$ cat config.mk
export PLATFORM = sky130hd
export DESIGN_NAME = stepper_xy_top
export DESIGN_NICKNAME = d
export VERILOG_FILES = /design/src/stepper_pkg.sv /design/src/stepper_cmd_if.sv /design/src/axis_cmd_if.sv /design/src/clk_en_divider.sv /design/src/step_pulse_gen.sv /design/src/stepper_ctrl_xy.sv /design/src/stepper_xy_top.sv
export SDC_FILE = /design/constraint.sdc
export NUM_CORES = 1
export LEC_CHECK = 0
export BUFFER_PORTS_ARGS = -buffer_cell sky130_fd_sc_hd__buf_2
export CAP_MARGIN = 15
export CORE_ASPECT_RATIO = 2
export CORE_MARGIN = 3
export CORE_UTILIZATION = 45
export DETAILED_ROUTE_END_ITERATION = 6
export PLACE_DENSITY = 0.67
export SLEW_MARGIN = 20
export SYNTH_ARGS = -nofsm -noshare
export SYNTH_HDL_FRONTEND = slang
export SYNTH_SLANG_ARGS = --single-unit
$ cat constraint.sdc
create_clock -name intf -period 3.3 [get_ports intf]
set_input_delay 0.33 -clock intf [delete_from_list [all_inputs] [get_ports intf]]
set_output_delay 0.33 -clock intf [all_outputs]
set_load 0.005 [all_outputs]
$ cat src/stepper_pkg.sv
package stepper_pkg;

	// the top level takes these widths as the defaults of its parameters.
	localparam int DEF_PULSE_NUM_BITS   = 16; // signed step count.
	localparam int DEF_PULSE_WIDTH_BITS = 8;  // pulse width in ticks.
	localparam int DEF_DIV_BITS         = 8;

	// one axis either sits idle or walks through high and low phases of a pulse.
	typedef enum logic [1:0] {
		AXIS_IDLE,
		AXIS_HIGH,
		AXIS_LOW
	} axis_state_t;

	// the controller waits for a command, then waits for both axes.
	typedef enum logic {
		CTRL_IDLE,
		CTRL_RUN
	} ctrl_state_t;

endpackage : stepper_pkg

$ cat src/stepper_cmd_if.sv
`timescale 1ns/100ps

interface stepper_cmd_if #(
	parameter int PULSE_NUM_BITS   = stepper_pkg::DEF_PULSE_NUM_BITS,
	parameter int PULSE_WIDTH_BITS = stepper_pkg::DEF_PULSE_WIDTH_BITS
);
	logic signed [PULSE_NUM_BITS-1:0] pulse_num_x;
	logic signed [PULSE_NUM_BITS-1:0] pulse_num_y;
	logic [PULSE_WIDTH_BITS-1:0]      pulse_width;
	logic                             trigger; // held by the host until rdy drops.
	logic                             rdy;

	modport master (
		output pulse_num_x,
		output pulse_num_y,
		output pulse_width,
		output trigger,
		input  rdy
	);

	modport slave (
		input  pulse_num_x,
		input  pulse_num_y,
		input  pulse_width,
		input  trigger,
		output rdy
	);

endinterface : stepper_cmd_if

$ cat src/axis_cmd_if.sv
`timescale 1ns/100ps

interface axis_cmd_if #(
	parameter int PULSE_NUM_BITS   = stepper_pkg::DEF_PULSE_NUM_BITS,
	parameter int PULSE_WIDTH_BITS = stepper_pkg::DEF_PULSE_WIDTH_BITS
);
	logic                             start; // one cycle wide.
	logic signed [PULSE_NUM_BITS-1:0] count;
	logic [PULSE_WIDTH_BITS-1:0]      width;
	logic                             busy;

	modport ctrl (
		output start,
		output count,
		output width,
		input  busy
	);

	modport axis (
		input  start,
		input  count,
		input  width,
		output busy
	);

endinterface : axis_cmd_if

$ cat src/clk_en_divider.sv
`timescale 1ns/100ps

module clk_en_divider #(
	parameter int DIV_BITS = stepper_pkg::DEF_DIV_BITS
) (
	input  logic                intf,
	input  logic                arst_n,
	input  logic [DIV_BITS-1:0] div,
	output logic                tick
);

	logic [DIV_BITS-1:0] cnt;

	assign tick = (cnt == '0);

	// the counter runs freely, so the period is div+1 cycles.
	always_ff @(posedge intf or negedge arst_n) begin
		if (!arst_n) begin
			cnt <= '0;
		end else if (tick) begin
			cnt <= div;
		end else begin
			cnt <= cnt - 1'b1;
		end
	end

	// with any division at all the tick must be a single cycle wide.
	assert property (@(posedge intf) disable iff (!arst_n)
		(tick && (div != '0)) |=> !tick);

endmodule : clk_en_divider

$ cat src/step_pulse_gen.sv
`timescale 1ns/100ps

module step_pulse_gen #(
	parameter int PULSE_NUM_BITS   = stepper_pkg::DEF_PULSE_NUM_BITS,
	parameter int PULSE_WIDTH_BITS = stepper_pkg::DEF_PULSE_WIDTH_BITS
) (
	input  logic     intf,
	input  logic     arst_n,
	input  logic     tick,
	axis_cmd_if.axis cmd,
	output logic     step,
	output logic     dir
);
	import stepper_pkg::*;

	axis_state_t                 state;
	logic [PULSE_NUM_BITS-1:0]   remaining;
	logic [PULSE_NUM_BITS-1:0]   count_mag;
	logic [PULSE_WIDTH_BITS-1:0] width_m1;
	logic [PULSE_WIDTH_BITS-1:0] start_width_m1;
	logic [PULSE_WIDTH_BITS-1:0] tick_cnt;
	logic                        phase_end;

	// the magnitude of the most negative count still fits as an unsigned value.
	assign count_mag = cmd.count[PULSE_NUM_BITS-1] ? $unsigned(-cmd.count)
		: $unsigned(cmd.count);

	assign start_width_m1 = (cmd.width == '0) ? '0 : cmd.width - 1'b1; // zero acts as one.

	assign phase_end = tick && (tick_cnt == width_m1);

	assign cmd.busy = (state != AXIS_IDLE);

	always_ff @(posedge intf) begin
		if ((state == AXIS_IDLE) && cmd.start) begin
			width_m1 <= start_width_m1;
		end
	end

	// a start enters a short low phase that ends at the next tick.
	// Every later low phase either launches the next pulse or finishes the move.
	always_ff @(posedge intf or negedge arst_n) begin
		if (!arst_n) begin
			state     <= AXIS_IDLE;
			remaining <= '0;
			tick_cnt  <= '0;
			step      <= 1'b0;
			dir       <= 1'b0;
		end else begin
			case (state)
			AXIS_IDLE: begin
				if (cmd.start) begin
					state     <= AXIS_LOW;
					remaining <= count_mag;
					tick_cnt  <= start_width_m1;
					dir       <= cmd.count[PULSE_NUM_BITS-1]; // high for negative moves.
				end
			end
			AXIS_HIGH: begin
				if (phase_end) begin
					state    <= AXIS_LOW;
					step     <= 1'b0;
					tick_cnt <= '0;
				end else if (tick) begin
					tick_cnt <= tick_cnt + 1'b1;
				end
			end
			AXIS_LOW: begin
				if (phase_end) begin
					tick_cnt <= '0;
					if (remaining == '0) begin
						state <= AXIS_IDLE;
					end else begin
						state     <= AXIS_HIGH;
						step      <= 1'b1;
						remaining <= remaining - 1'b1;
					end
				end else if (tick) begin
					tick_cnt <= tick_cnt + 1'b1;
				end
			end
			default: begin
				state <= AXIS_IDLE;
				step  <= 1'b0;
			end
			endcase
		end
	end

	assert property (@(posedge intf) disable iff (!arst_n)
		(state == AXIS_IDLE) |-> !step);

	// direction only moves on the start edge, which comes before busy rises.
	assert property (@(posedge intf) disable iff (!arst_n)
		cmd.busy |=> $stable(dir));

endmodule : step_pulse_gen

$ cat src/stepper_ctrl_xy.sv
`timescale 1ns/100ps

module stepper_ctrl_xy (
	input  logic         intf,
	input  logic         arst_n,
	stepper_cmd_if.slave host,
	axis_cmd_if.ctrl     axis_x,
	axis_cmd_if.ctrl     axis_y
);
	import stepper_pkg::*;

	ctrl_state_t state;
	logic        accept;
	logic        axes_busy;

	assign host.rdy = (state == CTRL_IDLE);

	// a trigger only counts while ready, so a held trigger is harmless.
	assign accept = host.trigger && host.rdy;

	assign axes_busy = axis_x.busy || axis_y.busy;

	// the axes latch count and width on the start cycle.
	assign axis_x.start = accept;
	assign axis_y.start = accept;
	assign axis_x.count = host.pulse_num_x;
	assign axis_y.count = host.pulse_num_y;
	assign axis_x.width = host.pulse_width;
	assign axis_y.width = host.pulse_width;

	always_ff @(posedge intf or negedge arst_n) begin
		if (!arst_n) begin
			state <= CTRL_IDLE;
		end else begin
			case (state)
			CTRL_IDLE: begin
				if (accept) begin
					state <= CTRL_RUN;
				end
			end
			CTRL_RUN: begin
				// both axes are busy on the first run cycle.
				if (!axes_busy) begin
					state <= CTRL_IDLE;
				end
			end
			default: begin
				state <= CTRL_IDLE;
			end
			endcase
		end
	end

	// a start may only reach axes that have finished the previous move.
	assert property (@(posedge intf) disable iff (!arst_n)
		(axis_x.start || axis_y.start) |-> !axes_busy);

	// the run state relies on both axes answering a start at once.
	assert property (@(posedge intf) disable iff (!arst_n)
		accept |=> (axis_x.busy && axis_y.busy && !host.rdy));

endmodule : stepper_ctrl_xy

$ cat src/stepper_xy_top.sv
`timescale 1ns/100ps

module stepper_xy_top #(
	parameter int PULSE_NUM_BITS   = stepper_pkg::DEF_PULSE_NUM_BITS,
	parameter int PULSE_WIDTH_BITS = stepper_pkg::DEF_PULSE_WIDTH_BITS,
	parameter int DIV_BITS         = stepper_pkg::DEF_DIV_BITS
) (
	input  logic                             intf,
	input  logic                             arst_n,
	input  logic [DIV_BITS-1:0]              div,
	input  logic [PULSE_WIDTH_BITS-1:0]      pulse_width,
	input  logic signed [PULSE_NUM_BITS-1:0] pulse_num_x,
	input  logic signed [PULSE_NUM_BITS-1:0] pulse_num_y,
	input  logic                             trigger,
	output logic                             rdy,
	output logic                             out_x,
	output logic                             dir_x,
	output logic                             out_y,
	output logic                             dir_y
);

	logic tick; // shared step time base.

	stepper_cmd_if #(
		.PULSE_NUM_BITS  (PULSE_NUM_BITS),
		.PULSE_WIDTH_BITS(PULSE_WIDTH_BITS)
	) host_if ();

	axis_cmd_if #(
		.PULSE_NUM_BITS  (PULSE_NUM_BITS),
		.PULSE_WIDTH_BITS(PULSE_WIDTH_BITS)
	) axis_x_if ();

	axis_cmd_if #(
		.PULSE_NUM_BITS  (PULSE_NUM_BITS),
		.PULSE_WIDTH_BITS(PULSE_WIDTH_BITS)
	) axis_y_if ();

	assign host_if.pulse_num_x = pulse_num_x;
	assign host_if.pulse_num_y = pulse_num_y;
	assign host_if.pulse_width = pulse_width;
	assign host_if.trigger     = trigger;
	assign rdy                 = host_if.rdy;

	clk_en_divider #(
		.DIV_BITS(DIV_BITS)
	) u_clk_en_divider (
		.intf  (intf),
		.arst_n(arst_n),
		.div   (div),
		.tick  (tick)
	);

	stepper_ctrl_xy u_stepper_ctrl_xy (
		.intf  (intf),
		.arst_n(arst_n),
		.host  (host_if.slave),
		.axis_x(axis_x_if.ctrl),
		.axis_y(axis_y_if.ctrl)
	);

	step_pulse_gen #(
		.PULSE_NUM_BITS  (PULSE_NUM_BITS),
		.PULSE_WIDTH_BITS(PULSE_WIDTH_BITS)
	) u_step_pulse_gen_x (
		.intf  (intf),
		.arst_n(arst_n),
		.tick  (tick),
		.cmd   (axis_x_if.axis),
		.step  (out_x),
		.dir   (dir_x)
	);

	step_pulse_gen #(
		.PULSE_NUM_BITS  (PULSE_NUM_BITS),
		.PULSE_WIDTH_BITS(PULSE_WIDTH_BITS)
	) u_step_pulse_gen_y (
		.intf  (intf),
		.arst_n(arst_n),
		.tick  (tick),
		.cmd   (axis_y_if.axis),
		.step  (out_y),
		.dir   (dir_y)
	);

endmodule : stepper_xy_top

* Word level (Yosys, flattened, before mapping)
Index checks and enable logic that the tools add are counted.
** Cells by class
- $add $sub $neg :: 8
- Reduce and logical (&&, ||, !) cells :: 30
- Bitwise logic cells :: 3
- Equal/unequal tests :: 16
- Mux-type cells :: 39
** Operator list (count)
- $mux 16 :: 8
- $pmux 16 s2 :: 2
- $mux 8 :: 7
- $logic_not 16->1 :: 2
- $neg 16->16 :: 2
- $pmux 8 s2 :: 2
- $sub 16x1->16 const B :: 2
- $add 8x1->8 const B :: 2
- $eq 8x8->1 :: 2
- $logic_not 8->1 :: 2
- $reduce_and 4->1 :: 4
- $sub 8x1->8 const B :: 2
- $pmux 2 s3 :: 2
- $reduce_and 3->1 :: 4
- $reduce_bool 2->1 :: 6
- $mux 1 :: 10
- $mux 2 :: 5
- $ne 2x1->1 const B :: 5
- $ne 2x2->1 const B :: 3
- $ne 3x1->1 const B :: 2
- $pmux 1 s3 :: 2
- $logic_and 1x1->1 :: 5
- $eq 2x1->1 const B :: 2
- $eq 2x2->1 const B :: 2
- other kinds (6) :: 11
** Storage, ports and cells
- Word-level logic and storage cells :: 110
- Output and inout bits :: 5
- Flip-flop bits (word level) :: 81

* Logic depth before layout (Yosys ltp)
- Depth in word-level cells :: 4
- Mapped depth :: 10
- Mapped depth without buffers :: 8

* By module
From an unflattened synthesis, not the netlist that was laid out.
** Unflattened totals
- Cells, all modules :: 716
- Area, all modules :: 6341.1 um^2
** By module, submodules not included
- step_pulse_gen :: seq. area each 940.9 um^2, instances 2, area each 2725.1 um^2, cells an instance 307
- clk_en_divider :: seq. area each 200.2 um^2, instances 1, area each 474.2 um^2, cells an instance 48
- stepper_ctrl_xy :: seq. area each 25.0 um^2, instances 1, area each 416.6 um^2, cells an instance 54

* Least setup slack after synthesis
No wires, ideal clock.
- Path kind :: register to register
- From :: reg u_step_pulse_gen_x.state[0]
- To :: reg u_step_pulse_gen_x.remaining[15]
- Setup slack :: 0.922 ns
- Cell stages (with the launch flop) :: 10
- Path buffers :: 2
- Data required time :: 3.174 ns
- Period minus slack after synthesis :: 2.378 ns
- Library setup time :: 0.126 ns
- Arrival time :: 2.252 ns
- Path through :: dfrtp_1 -> inv_1 -> ha_1 -> clkbuf_1 -> clkinv_1 -> o21ai_0 -> o21ai_1 -> clkbuf_1 -> o21a_1 -> a221o_1
** Between the ends
- Cells in the longest elaborated chain, start to end :: 3
** Ends and longest elaborated chain
- start: declaration :: line step_pulse_gen.sv:16 : axis_state_t state;
- start signal: assignment :: line step_pulse_gen.sv:44 : state <= AXIS_IDLE;
- start signal: assignment :: line step_pulse_gen.sv:53 : state <= AXIS_LOW;
- start signal: assignment :: line step_pulse_gen.sv:61 : state <= AXIS_LOW;
- $eq 2x2->1 / $logic_not 2->1 (equally long branches) :: line step_pulse_gen.sv:50 : case (state)
- $ne 2x2->1 (no source line) (tied with other cells)
- $reduce_and 4->1 (no source line)
- end signal: assignment :: line step_pulse_gen.sv:54 : remaining <= count_mag;
- end signal: assignment :: line step_pulse_gen.sv:76 : remaining <= remaining - 1'b1;
- end: declaration :: line step_pulse_gen.sv:17 : logic [PULSE_NUM_BITS-1:0] remaining;
Parallel ways exist; a longest one is shown, timed or not.
A chain may end at the register's enable or synchronous reset.

* Worst setup path in the final report
- From :: reg u_clk_en_divider.cnt[0]
- To :: reg u_step_pulse_gen_x.remaining[14]
** Between the ends
- Cells in the longest elaborated chain, start to end :: 4
** Ends and longest elaborated chain
- start: declaration :: line clk_en_divider.sv:12 : logic [DIV_BITS-1:0] cnt;
- start signal: assignment :: line clk_en_divider.sv:21 : cnt <= div;
- start signal: assignment :: line clk_en_divider.sv:23 : cnt <= cnt - 1'b1;
- $logic_not 8->1 :: line clk_en_divider.sv:14 : assign tick = (cnt == '0);
- $logic_and 1x1->1 :: line step_pulse_gen.sv:30 : assign phase_end = tick && (tick_cnt == width_m1);
- $ne 2x1->1 (no source line)
- $reduce_and 4->1 (no source line)
Every way passes these cells.

==> key figures <==
CTS
  – Cts bufs inserted: 9
  – Clock Latency Late Sink: 340 ps
  – CTS Sinks: 81
  – Post-CTS Setup Inserts: 0
  – TritonCTS clock tree: built
  – Root buffer cell: clkbuf_16
  – Max clock buf depth: 2
  – Cts hold-fix bufs: 0
  – Post-CTS Resized: 0
  – H-tree levels: 3
  – Clock transition at path regs: 60 ps

Worst setup path
  – Required @ worst endpoint: 3530 ps
  – WP buf/inv: 1
  – Crit-path max cell delay: 720 ps
  – Crit path cell chain: inv_1, ha_1, nand4b_2, or4_4, o21ai_1, o21ai_1, a211o_1
  – Critical path type: flip-flop to flip-flop
  – Crit path max fanout: 21
  – Worst path slowest cell: or4_4
  – Crit. End Element: flip-flop
  – CP startpoint kind: flip-flop
  – Worst path arrival time: just under 3000 ps
  – Most frequent CP cell: o21ai_1
  – Top Family by Delay on Critical Path: simple AND/OR/NAND/NOR gates

Drt
  – Total wire length: 14700 um
  – DRT antenna net count: 0
  – TritonRoute pass-1 iters: 4
  – Via count: around 5.1k
  – Drc violations: 0
  – Initial DRC Count: 282
  – Avg WL per Cell: between 15 and 20 um
  – Via density: 6.130

Floorplan
  – Ports: 56
  – Die Y: 161.7 um
  – Full die area: 0.01356 mm^2
  – Starting Density: 46.33%
  – Core ar.: between 0.01 and 0.015 mm^2
  – Row count: 56
  – Chip width: around 84 um

Synth
  – Syn_area_per_cell: 8.754 um^2
  – Post-synthesis register bit count: 81
  – Post-synthesis async set-or-reset flop share: 80.25%
  – Synthesized cell area: 0.005454 mm^2
  – Synth top area share: between 20 and 30%
  – Post-synth EDFFs: 16
  – Dominant synthesized flop cell: dfrtp_1
  – Cells after Synth: 623
  – Synth area leaders: dfrtp_1, edfxtp_1, xnor2_1, nand2_1, ha_1
  – Count leader, synth: dfrtp_1
  – Seq/Total Area, Yosys: 38.63%
  – Distinct cells, synth: 67
  – Cell taking the most area after synthesis: dfrtp_1
  – Ys Warns: 0
  – Commonest cells post-synth: dfrtp_1, nand2_1, nor2_1, o21ai_0, xnor2_1
  – Post-Syn Nets: 693

Timing
  – Max Clk Rate: 375.6 MHz
  – Final worst path period share: 80.68%
  – Final Hold Fails: 0
  – Minimum clock period: ~2700 ps
  – Slew Limit Headroom: about two fifths
  – Final setup viols: 0
  – Clock skew: 4.302 ps
  – Worst slew pin tran: slightly below 900 ps
  – RSZ-0062 raised after global routing: no
  – Slew Viols, Final: 0
  – Post-Route Setup TNS: 0 ps

Min path
  – Worst hold path class: primary input to async pin

Layout
  – Design Area, Final: 0.006207 mm^2
  – Final non-filler cell total: 828
  – Antenna diode count: 0
  – Nets@finish: 748
  – Multi-input logic area: 0.003131 mm^2
  – Layout area overhead: 13.81%
  – Register Area: 0.002107 mm^2
  – Filler instances: 1116
  – Layout cells sized above 1: 14.20%

Placed design
  – Post-DP Area: slightly below 0.006 mm^2
  – Post-Place Cells: ~810
  – Routability Congestion: 0.9344
  – # port buffers: 55
  – Detail Placement HPWL: 11410 um

Global routing
  – Initial antenna violation count: 0
  – Vias in the first global route: 5214
  – Pin count of the biggest net entering global routing: 66
  – Gr usage total: 22.30%
  – Gr ovfl total: 0
  – First-pass GRT wire length: 24370 um

Power and ir drop
  – Total power divided by cell area: between 800 and 900 mW/mm^2
  – Leak: 2.510 nW
  – Pwr Total: 5.135 mW
  – Peak VDD IR: 0.4164 mV

Outcome
  – Status: finished, final reports clean

Run
  – Max-Cap Viols: 0
[sequential cells by signal, summed over array words and instances (netlist names)]
signal and count:
u_clk_en_divider.cnt 8, u_step_pulse_gen_x.dir 1, u_step_pulse_gen_x.remaining 16, u_step_pulse_gen_x.state 2, u_step_pulse_gen_x.step 1, u_step_pulse_gen_x.tick_cnt 8, u_step_pulse_gen_x.width_m1 8, u_step_pulse_gen_y.dir 1
u_step_pulse_gen_y.remaining 16, u_step_pulse_gen_y.state 2, u_step_pulse_gen_y.step 1, u_step_pulse_gen_y.tick_cnt 8, u_step_pulse_gen_y.width_m1 8, u_stepper_ctrl_xy.state 1
[area by class of cell]
class | count | share of cell area [%]
Multi-Input combinational cell | 489 | 50.43
Sequential cell | 81 | 33.94
Timing Repair Buffer | 66 | 5.765
Clock buffer | 13 | 4.031
Tap cell | 145 | 2.923
Inverter | 31 | 1.875
Clock inverter | 3 | 1.028
[layout by cell type, fill, tap and decap left out, types with 4 or more instances in the layout]
| cell | count |
|---|---|
| a31oi_1 | 12 |
| nor4_1 | 14 |
| nand2b_1 | 7 |
| and2_1 | 4 |
| o31ai_1 | 11 |
| nand2_1 | 64 |
| nand3_1 | 21 |
| edfxtp_1 | 16 |
| a22oi_1 | 14 |
| nor2_1 | 59 |
| inv_1 | 30 |
| or4_1 | 5 |
| o41ai_1 | 6 |
| o21ai_0 | 45 |
| o21ai_1 | 7 |
| or3_1 | 16 |
| buf_4 | 11 |
| or2_2 | 7 |
| dfrtp_1 | 65 |
| clkbuf_16 | 9 |
| o211ai_1 | 4 |
| nor3_1 | 22 |
| xnor2_1 | 42 |
| a21oi_1 | 20 |
| a221o_1 | 4 |
| buf_2 | 55 |
| nand4_1 | 6 |
| o22ai_1 | 8 |
| ha_1 | 19 |
| xor2_1 | 13 |
[per-stage QoR]
step	setup WS, ps	hold WS [ps]	util, %
2_1_floorplan	921.7	34.41	-
3_3_place_gp	724.6	459.9	50.06
3_5_place_dp	635.9	474.9	50.06
4_1_cts	632.1	225.5	52.73
5_1_grt	440.6	235.1	52.73
6_report	637.4	178.0	52.73
[worst paths after layout]
kind                                                     from                                      endpoint  slack (ps)  depth (start not counted)
max in group asynchronous                              arst_n             u_clk_en_divider.cnt[2]$_DFF_PN0_        2530                          2
hold reg to reg            u_step_pulse_gen_x.dir$_DFFE_PN0P_            u_step_pulse_gen_x.dir$_DFFE_PN0P_         470                          2
hold / removal                                         arst_n    u_step_pulse_gen_x.tick_cnt[7]$_DFFE_PN0P_         180                          2
setup / recovery            u_clk_en_divider.cnt[0]$_DFF_PN0_  u_step_pulse_gen_x.remaining[14]$_DFFE_PN0P_         640                          7
setup reg to reg            u_clk_en_divider.cnt[0]$_DFF_PN0_  u_step_pulse_gen_x.remaining[14]$_DFFE_PN0P_         640                          7
min in group intf                                      div[2]             u_clk_en_divider.cnt[2]$_DFF_PN0_         230                          3
[worst reg2reg max path, cell delays in order (launching register included)]
cell	delay, ps
dfrtp_1	400
inv_1	80
ha_1	250
nand4b_2	210
or4_4	720
o21ai_1	460
o21ai_1	130
a211o_1	300
[power by group]
part | internal [mW] | total (mW) | switching, mW
clock network | 0.682 | 1.08 | 0.398
logic | 0.899 | 2.21 | 1.31
registers | 1.41 | 1.84 | 0.436
[layer usage]
metal,global-route usage [%],part of all wire [%],vias to the layer above
met4,14.71,5.4,0
met1,20.99,34,2419
met3,2.487,3.9,58
met2,43.80,57,196
met5,0,0,-
li1,-,-,2403
[cell families (layout without fill, tap and decap cells)]
| logic type | count (synthesis) | in the layout | synth area share [%] |
|---|---|---|---|
| compound gates | 159 | 159 | 19.09 |
| xor+xnor | 55 | 55 | 8.832 |
| fa+ha+maj | 19 | 19 | 4.359 |
| buf+inv | 53 | 113 | 3.969 |
| flops | 81 | 81 | 38.63 |
| mux | 5 | 5 | 0.9864 |
| simple gates | 251 | 251 | 24.13 |
Power figures use the tool's default switching activity.
